## src/verilog/ecc_consts.svh

```systemverilog
`ifndef ECC_CONSTS_SVH
`define ECC_CONSTS_SVH

// protected word geometry
`define ECC_DATA_W 84
`define ECC_PARITY_W 8

// low part of each syndrome column, holds the hamming position
`define ECC_POS_W 7

// input buffer depth, also the credits the upstream starts with
`define ECC_IN_DEPTH 4

// slots in the downstream buffer
`define ECC_OUT_CREDITS 4

`endif

```

## src/verilog/ecc_pkg.sv

```systemverilog
`include "ecc_consts.svh"

package ecc_pkg;

    typedef logic [`ECC_DATA_W-1:0] ecc_data_t;
    typedef logic [`ECC_PARITY_W-1:0] ecc_parity_t;
    typedef logic [2:0] ecc_credit_t;

    typedef struct packed {
        ecc_data_t data;
        ecc_parity_t parity;
        logic bypass;
    } ecc_word_t;

    typedef struct packed {
        ecc_data_t data;
        ecc_parity_t calc_parity;               // check bits of the received data
        ecc_parity_t syndrome;
        logic bypass;
    } ecc_syn_t;

    typedef struct packed {
        ecc_data_t data;                        // corrected unless bypassed
        ecc_parity_t calc_parity;
        logic sbit_err;
        logic dbit_err;
    } ecc_result_t;

    // syndrome column of data bit idx
    // positions run from 3 upward and skip the powers of two,
    // the top bit makes the column weight odd
    function automatic ecc_parity_t ecc_column(input int idx);
        logic [`ECC_POS_W-1:0] pos;
        int cnt;
        pos = '0;
        cnt = 0;
        for (int p = 3; p < (1 << `ECC_POS_W); p++) begin
            if ((p & (p - 1)) != 0) begin   // not a power of two
                if (cnt == idx) begin
                    pos = `ECC_POS_W'(p);
                end
                cnt++;
            end
        end
        return {~(^pos), pos};
    endfunction

    // check bit j covers every data bit whose column has bit j set
    function automatic ecc_parity_t ecc_encode(input ecc_data_t d);
        ecc_parity_t p;
        ecc_parity_t col;
        p = '0;
        for (int i = 0; i < `ECC_DATA_W; i++) begin
            col = ecc_column(i);
            for (int j = 0; j < `ECC_PARITY_W; j++) begin
                if (col[j]) begin
                    p[j] = p[j] ^ d[i];
                end
            end
        end
        return p;
    endfunction

endpackage

```

## src/verilog/ecc_issue.sv

```systemverilog
`timescale 1ns/10ps
`include "ecc_consts.svh"

module ecc_issue
    import ecc_pkg::*;
(
    input  logic clk,
    input  logic reset,
    input  logic in_valid,
    input  ecc_word_t in_word,
    input  logic out_credit,
    output logic in_credit,
    output logic issue_valid,
    output ecc_word_t issue_word
);

    localparam int ptr_w = $clog2(`ECC_IN_DEPTH);
    localparam int cnt_w = $clog2(`ECC_IN_DEPTH + 1);

    ecc_word_t mem [`ECC_IN_DEPTH];
    logic [ptr_w-1:0] wr_ptr;
    logic [ptr_w-1:0] rd_ptr;
    logic [cnt_w-1:0] count;
    ecc_credit_t credits;
    logic pop;

    // pop only with a downstream slot reserved
    assign pop = (count != '0) && (credits != '0);

    function automatic logic [ptr_w-1:0] next_ptr(input logic [ptr_w-1:0] ptr);
        if (ptr == ptr_w'(`ECC_IN_DEPTH - 1)) begin
            return '0;
        end
        return ptr + ptr_w'(1);
    endfunction

    always_ff @(posedge clk) begin
        if (in_valid) begin
            mem[wr_ptr] <= in_word;     // upstream credits guarantee a free slot
        end
    end

    always_ff @(posedge clk) begin
        if (reset) begin
            wr_ptr <= '0;
            rd_ptr <= '0;
            count <= '0;
        end else begin
            if (in_valid) begin
                wr_ptr <= next_ptr(wr_ptr);
            end
            if (pop) begin
                rd_ptr <= next_ptr(rd_ptr);
            end
            count <= count + cnt_w'(in_valid) - cnt_w'(pop);
        end
    end

    always_ff @(posedge clk) begin
        if (reset) begin
            credits <= ecc_credit_t'(`ECC_OUT_CREDITS);
            issue_valid <= 1'b0;
            in_credit <= 1'b0;
        end else begin
            credits <= credits + ecc_credit_t'(out_credit) - ecc_credit_t'(pop);
            issue_valid <= pop;
            in_credit <= pop;           // freed buffer slot goes back upstream
        end
    end

    always_ff @(posedge clk) begin
        if (pop) begin
            issue_word <= mem[rd_ptr];
        end
    end

endmodule

```

## config.mk

```make
export PLATFORM = sky130hd
export DESIGN_NAME = ecc_issue
export DESIGN_NICKNAME = d
export VERILOG_FILES = /design/src/verilog/ecc_pkg.sv /design/src/verilog/ecc_issue.sv
export VERILOG_INCLUDE_DIRS = /design/src /design/src/verilog
export SDC_FILE = /design/constraint.sdc
export NUM_CORES = 1
export LEC_CHECK = 0
export ABC_AREA = 0
export BUFFER_PORTS_ARGS = -buffer_cell sky130_fd_sc_hd__buf_4
export CELL_PAD_IN_SITES_DETAIL_PLACEMENT = 0
export CELL_PAD_IN_SITES_GLOBAL_PLACEMENT = 1
export CORE_ASPECT_RATIO = 1.75
export CORE_UTILIZATION = 46
export CTS_CLUSTER_SIZE = 14
export DETAILED_ROUTE_END_ITERATION = 8
export GPL_ROUTABILITY_DRIVEN = 0
export MAX_ROUTING_LAYER = met4
export PLACE_DENSITY = 0.76
export SETUP_SLACK_MARGIN = 0.4
export SYNTH_ARGS = -nofsm -noshare
export SYNTH_HDL_FRONTEND = slang
export SYNTH_SLANG_ARGS = --single-unit
```

## constraint.sdc

```tcl
create_clock -name clk -period 3.4 [get_ports clk]
set_input_delay 0.68 -clock clk [delete_from_list [all_inputs] [get_ports clk]]
set_output_delay 0.68 -clock clk [all_outputs]
set_load 0.05 [all_outputs]
```

==> impl_metrics.ini, run 1 <==
[flow_run]
cap_violations = 0

[detailed_routing]
vias = 7094
drt_iter0_drc = 479
routedWlPerCell_um = 22.5
drc_errors = 0
wl_um = 30600
ant_nets = 0
via_per_inst = 5.22
firstDrtPassIters = 4

[sta]
fin_skew_ns = 0.0154
rsz0062_at_grt = false
finalSetupViolations = 0
finalHoldViolCount = 0
min_period_ns = 2.24
fin_crit_sh_pct = 65.8
fmax_mhz = 447
slew_headroom_pct = 31.4
tns_ns = 0
timing.final.max_slew_violations = 0
worst_slew_pin_slew_ns = 1.03

[layout]
layout_commonest_cell = edfxtp_1
layout_common_cells = 465 x edfxtp_1, 200 x buf_4, 93 x mux4_2, 41 x clkbuf_16, 12 x clkbuf_1
final_core_util_pct = 55.5
layout-drive-gt1-share_pct = 39.6
finalNetCount = 976
instances_no_fill = 1360
areaGrowthSynthToFinish_pct = 19.2

[worst_setup_path]
crit_fanout = 48
cp-end-kind = flop
start_kind = flop
crit_family = flip-flops
path_depth = 2
cp_data_required_time_ns = 3.66
critPathKind = reg2reg
reg2reg_depth = 2
critPathMaxStageDelay_ns = 1.03
slowest_stage = dfxtp_4
path_buf_inv = 1
crit_arrival_ns = 2.49
cp_cell_sequence = buf_12, mux4_2

[global_routing]
grt_max_degree = 66
grt_pass1_vias = 7685
grt_antenna_before_repair = 2
grt_pass1_wl_um = 45500
grt_overflow = 0
grt_usage_pct = 17.2

[clock_tree]
cts_buffers = 41
path_clk_slew_ns = 0.06
clockBufferDepth = 3
cts_max_level = 2
cts_tree = done
clock_sinks = 476
cts_setup_buffers = 0
clock_latency_ns = 0.53
root_buffer = clkbuf_16
cts.repair.resized = 0
cts_hold_buf = 0

[pwr]
leakagePower_nw = 6.66
peakVddDrop_uv = 697
p_per_area_nw_per_um2 = 881

[die]
fp.dieW_um = 146
dieArea_sq_um = 37300
core_area_sq_um = 36000
initial_core_util_pct = 46.6
core.rowCount = 92
io_pins = 192
die_h_um = 255

[logic_synthesis]
synthXorXnorAreaFrac_pct = 0.209
synthAdderAreaFrac_pct = 0.760
syn-cell-area_sq_um = 16800
avgSynthCellArea_sq_um = 26.1
synth_area_leader_cell = edfxtp_1
synth-compound-area-share_pct = 0.149
synthTopCellsByArea = edfxtp_1 83%, mux4_2 12%, dfxtp_1 1.3%
netlist.area_leader.share_pct = 83.2
synth_mux_area_share_pct = 12.6
synthSimpleGateAreaFrac_pct = 0.790
seq_area_frac_synth_pct = 84.5
synth_cell_types = 25
synth.ff_latch_count = 476
synth_top_family_by_area = multiplexers
yosys_warnings = 0
postSynthCellCount = 643
syn-num-nets = 749

[worst_hold_path]
min_path_type = in2reg
whs_path_depth = 1

[placed_design]
post-dp-hpwl_um = 18900
dp.cells = 1297
io_buffers = 191

[status]
outcome = complete, no violations
-- logic make-up (layout without fill, tap and decap cells) --
logic type               Yosys count  count (layout)
AO/OA/AOI/OAI                      5               5
buffers and inverters             28             273
multiplexers                      95              95
other                              0               2
AND/OR/NAND/NOR                   26              26
adder cells (fa/ha/maj)            9               9
flip-flops                       476             476
XOR/XNOR                           4               4
-- synth_stat cells --
cell type,count
clkbuf_1,1
mux2i_1,2
inv_1,5
nor2_1,7
ha_1,7
buf_6,6
buf_4,1
nand2_1,4
buf_2,12
nor2b_1,3
xnor2_1,3
nand2b_1,1
or4_1,1
fa_1,2
buf_1,3
nand3_1,1
edfxtp_1,465
xor2_1,1
and2_1,4
o21ai_0,3
dfxtp_1,11
nor3_1,2
mux4_2,93
or3_1,3
a21oi_1,2
-- report_power, final --
group	switching, mW	internal, mW	leakage [nW]
clock	1.87	2.20	0.543
combinational	3.40	1.82	1.70
sequential	0.648	7.69	4.42
total	5.91	11.7	6.66
-- sequential cells by signal, indices dropped and copies added, names as in the netlist --
name and flops:
mem 372, rd_ptr 2, credits 3, wr_ptr 2
count 3, issue_word 93, issue_valid 1
-- stage by stage --
stage	hold WS [ns]	setup slack, ns	area, sq um	power, mW
2_1_floorplan	0.514	0.530	16800	12.0
3_3_place_gp	0.540	1.13	18900	13.7
3_5_place_dp	0.551	1.08	18900	13.8
4_1_cts	0.314	1.06	20000	17.9
5_1_grt	0.322	0.995	20000	18.3
6_report	0.345	1.16	20000	17.6
-- worst register-to-register path, cell delays in order, from the launching register on --
cell	delay, ns
dfxtp_4	1.03
buf_12	0.37
mux4_2	0.57
-- per-layer routing --
| metal | global-route usage, % | part of all wire, % | up-vias |
|---|---|---|---|
| li1 | - | - | 3168 |
| met1 | 19.1 | 36 | 3689 |
| met2 | 30.4 | 56 | 184 |
| met3 | 3.27 | 4.7 | 53 |
| met4 | 7.32 | 3.0 | 0 |
| met5 | - | 0 | - |
-- final timing paths --
kind	from	to	slack, ns
worst min register to register	wr_ptr[1]	wr_ptr[1]	0.55
worst max-delay path	rd_ptr[0]	issue_word[71]	1.16
worst max register to register	rd_ptr[0]	issue_word[71]	1.16
worst min-delay path	in_word[29]	mem[1][29]	0.35
-- final cells by class --
cell class	instances	area (sq um)
clock inverter	8	50.0
tap	470	588
timing repair buffer	207	1640
inverter	5	21.3
antenna	2	5.00
clock buffer	53	1070
multi-input combinational	139	2440
sequential	476	14200
fill	2653	16000
(Power assumes the default switching activity.)
==> inputs of run 2 (changes only) <==
Clock period 3.4 ns to 1.83 ns, I/O delays scaled along.
==> impl_metrics.ini, run 2 (same netlist as run 1, synthesis figures left out) <==
[layout]
layout_common_cells = 465 x edfxtp_1, 110 x buf_4, 99 x buf_6, 93 x mux4_2, 47 x clkbuf_16
top_regs = mem x372, issue_word x93
layout_commonest_cell = edfxtp_1
largest-register = mem
instances_no_fill = 1438
finalNetCount = 1049
layout-drive-gt1-share_pct = 46.3
final_core_util_pct = 60.9
largest_reg_flops = 372
areaGrowthSynthToFinish_pct = 30.8

[sta]
fin_crit_sh_pct = 98.6
tns_ns = 0
slew_headroom_pct = 82.1
worst_slew_pin_slew_ns = 0.268
finalHoldViolCount = 0
finalSetupViolations = 0
setup_ws_ns = 0.0250
fin_skew_ns = 0.0168
rsz0062_at_grt = true
fmax_mhz = 554
timing.final.max_slew_violations = 0
min_period_ns = 1.80

[pwr]
p_sw_share_pct = 32.4
total_power_mw = 37.1
switching_power_mw = 12.0
p_comb_share_pct = 38.0
peakVddDrop_uv = 1030
leakagePower_nw = 7.46
p_seq_share_pct = 41.0
p_per_area_nw_per_um2 = 1690
internal_power_mw = 25.0
power_frac_clock_pct = 21.0

[worst_setup_path]
reg2reg_depth = 6
crit_arrival_ns = 2.09
slowest_stage = or3_4
cp_data_required_time_ns = 2.12
rrSetupSlack_ns = 0.03
crit_fanout = 14
r2r-start = credits[0]
critPathKind = reg2reg
start_kind = flop
timing.rr.end = issue_word[40]
cp_cell_sequence = or3_4, nand2_4, buf_4, clkinvlp_4, buf_12, bufbuf_16
cp-end-kind = flop
crit_path_start = credits[0]
critPathMaxStageDelay_ns = 0.38

[global_routing]
grt_usage_pct = 18.1
grt_util_met2_pct = 32.2
grt_antenna_before_repair = 4
grt_util_met1_pct = 20.3
gr-max-usage-layer = met2
grt_pass1_wl_um = 47500
grt_pass1_vias = 7917
grt_max_degree = 59
use_met3_pct = 3.13
grt_overflow = 0

[detailed_routing]
drc_errors = 0
firstDrtPassIters = 4
drt_iter0_drc = 443
routedWlPerCell_um = 22.9
ant_nets = 0
via_per_inst = 5.22
vias = 7504
wl_um = 32900

[clock_tree]
clock_sinks = 476
cts_tree = done
clockBufferDepth = 3
path_clk_slew_ns = 0.07
root_buffer = clkbuf_16
cts_max_level = 2
clock_latency_ns = 0.54
cts_buffers = 41

[status]
outcome = complete, no violations

[worst_hold_path]
min_to = mem[0][11]
whs_path_depth = 1
min_path_type = in2reg
hp-start = in_word[11]

[die]
fp.dieW_um = 146
io_pins = 192
core.rowCount = 92
die_h_um = 255
dieArea_sq_um = 37300
initial_core_util_pct = 46.6
core_area_sq_um = 36000

[placed_design]
post-dp-hpwl_um = 17800
io_buffers = 191
pre_cts_slack_ns = -0.115
dp.cells = 1313

[flow_run]
cap_violations = 0
## run 2: cell type report
class	count	area (sq um)
multi-input cells	139	2580
inverters	5	27.5
flip-flops and latches	476	14200
well taps	470	588
diodes	4	10.0
repair buffers	280	3370
clock buffers	56	1120
fillers	2459	14100
clock inverters	8	41.3
## run 2: metrics by stage
step                cell area, sq um  hold WS (ns)
finish                         22000        0.0207
detailed placement             19200         0.569
global route                   22000     -0.000323
floorplan                      17000         0.430
CTS                            21700      0.000175
global placement               19200         0.565
## run 2: routing by layer
layer  part of all wire [%]  vias to the layer above
met5                      0                        -
met4                    2.9                        0
met3                    4.3                       57
met2                     56                      193
met1                     37                     3932
li1                       -                     3322
## run 2: worst max-delay path: cells and delay by family, from the launching register on
| kind | cells | cell delay, ns |
|---|---|---|
| DFF | 1 | 0.36 |
| buffers and inverters | 4 | 0.72 |
| and+or+nand+nor | 2 | 0.47 |
## run 2: worst max path at each step
stage,slack (ns),endpoint
after floorplan,-0.71,issue_word[0]
after global placement,-0.06,count[2]
after detailed placement,-0.11,count[2]
after CTS,0.02,credits[2]
after global routing,-0.06,credits[2]
final,0.03,issue_word[40]
## run 2: power groups by stage
stage / logic, mW / registers [mW] / clock network [mW]
global route: 14.7 / 15.3 / 8.40
global placement: 10.7 / 15.3 / 0
finish: 14.1 / 15.2 / 7.79
CTS: 13.8 / 15.2 / 7.99
floorplan: 3.52 / 18.9 / 0
detailed placement: 10.8 / 15.3 / 0
## run 2: timing repair
item,in CTS,in global routing
pin swaps,12,1
cloned,13,5
hold buffers,15,0
endpoints found under the setup margin,459,486
gates resized for setup,122,34
setup buffers,20,4
hold endpoints to repair,47,0
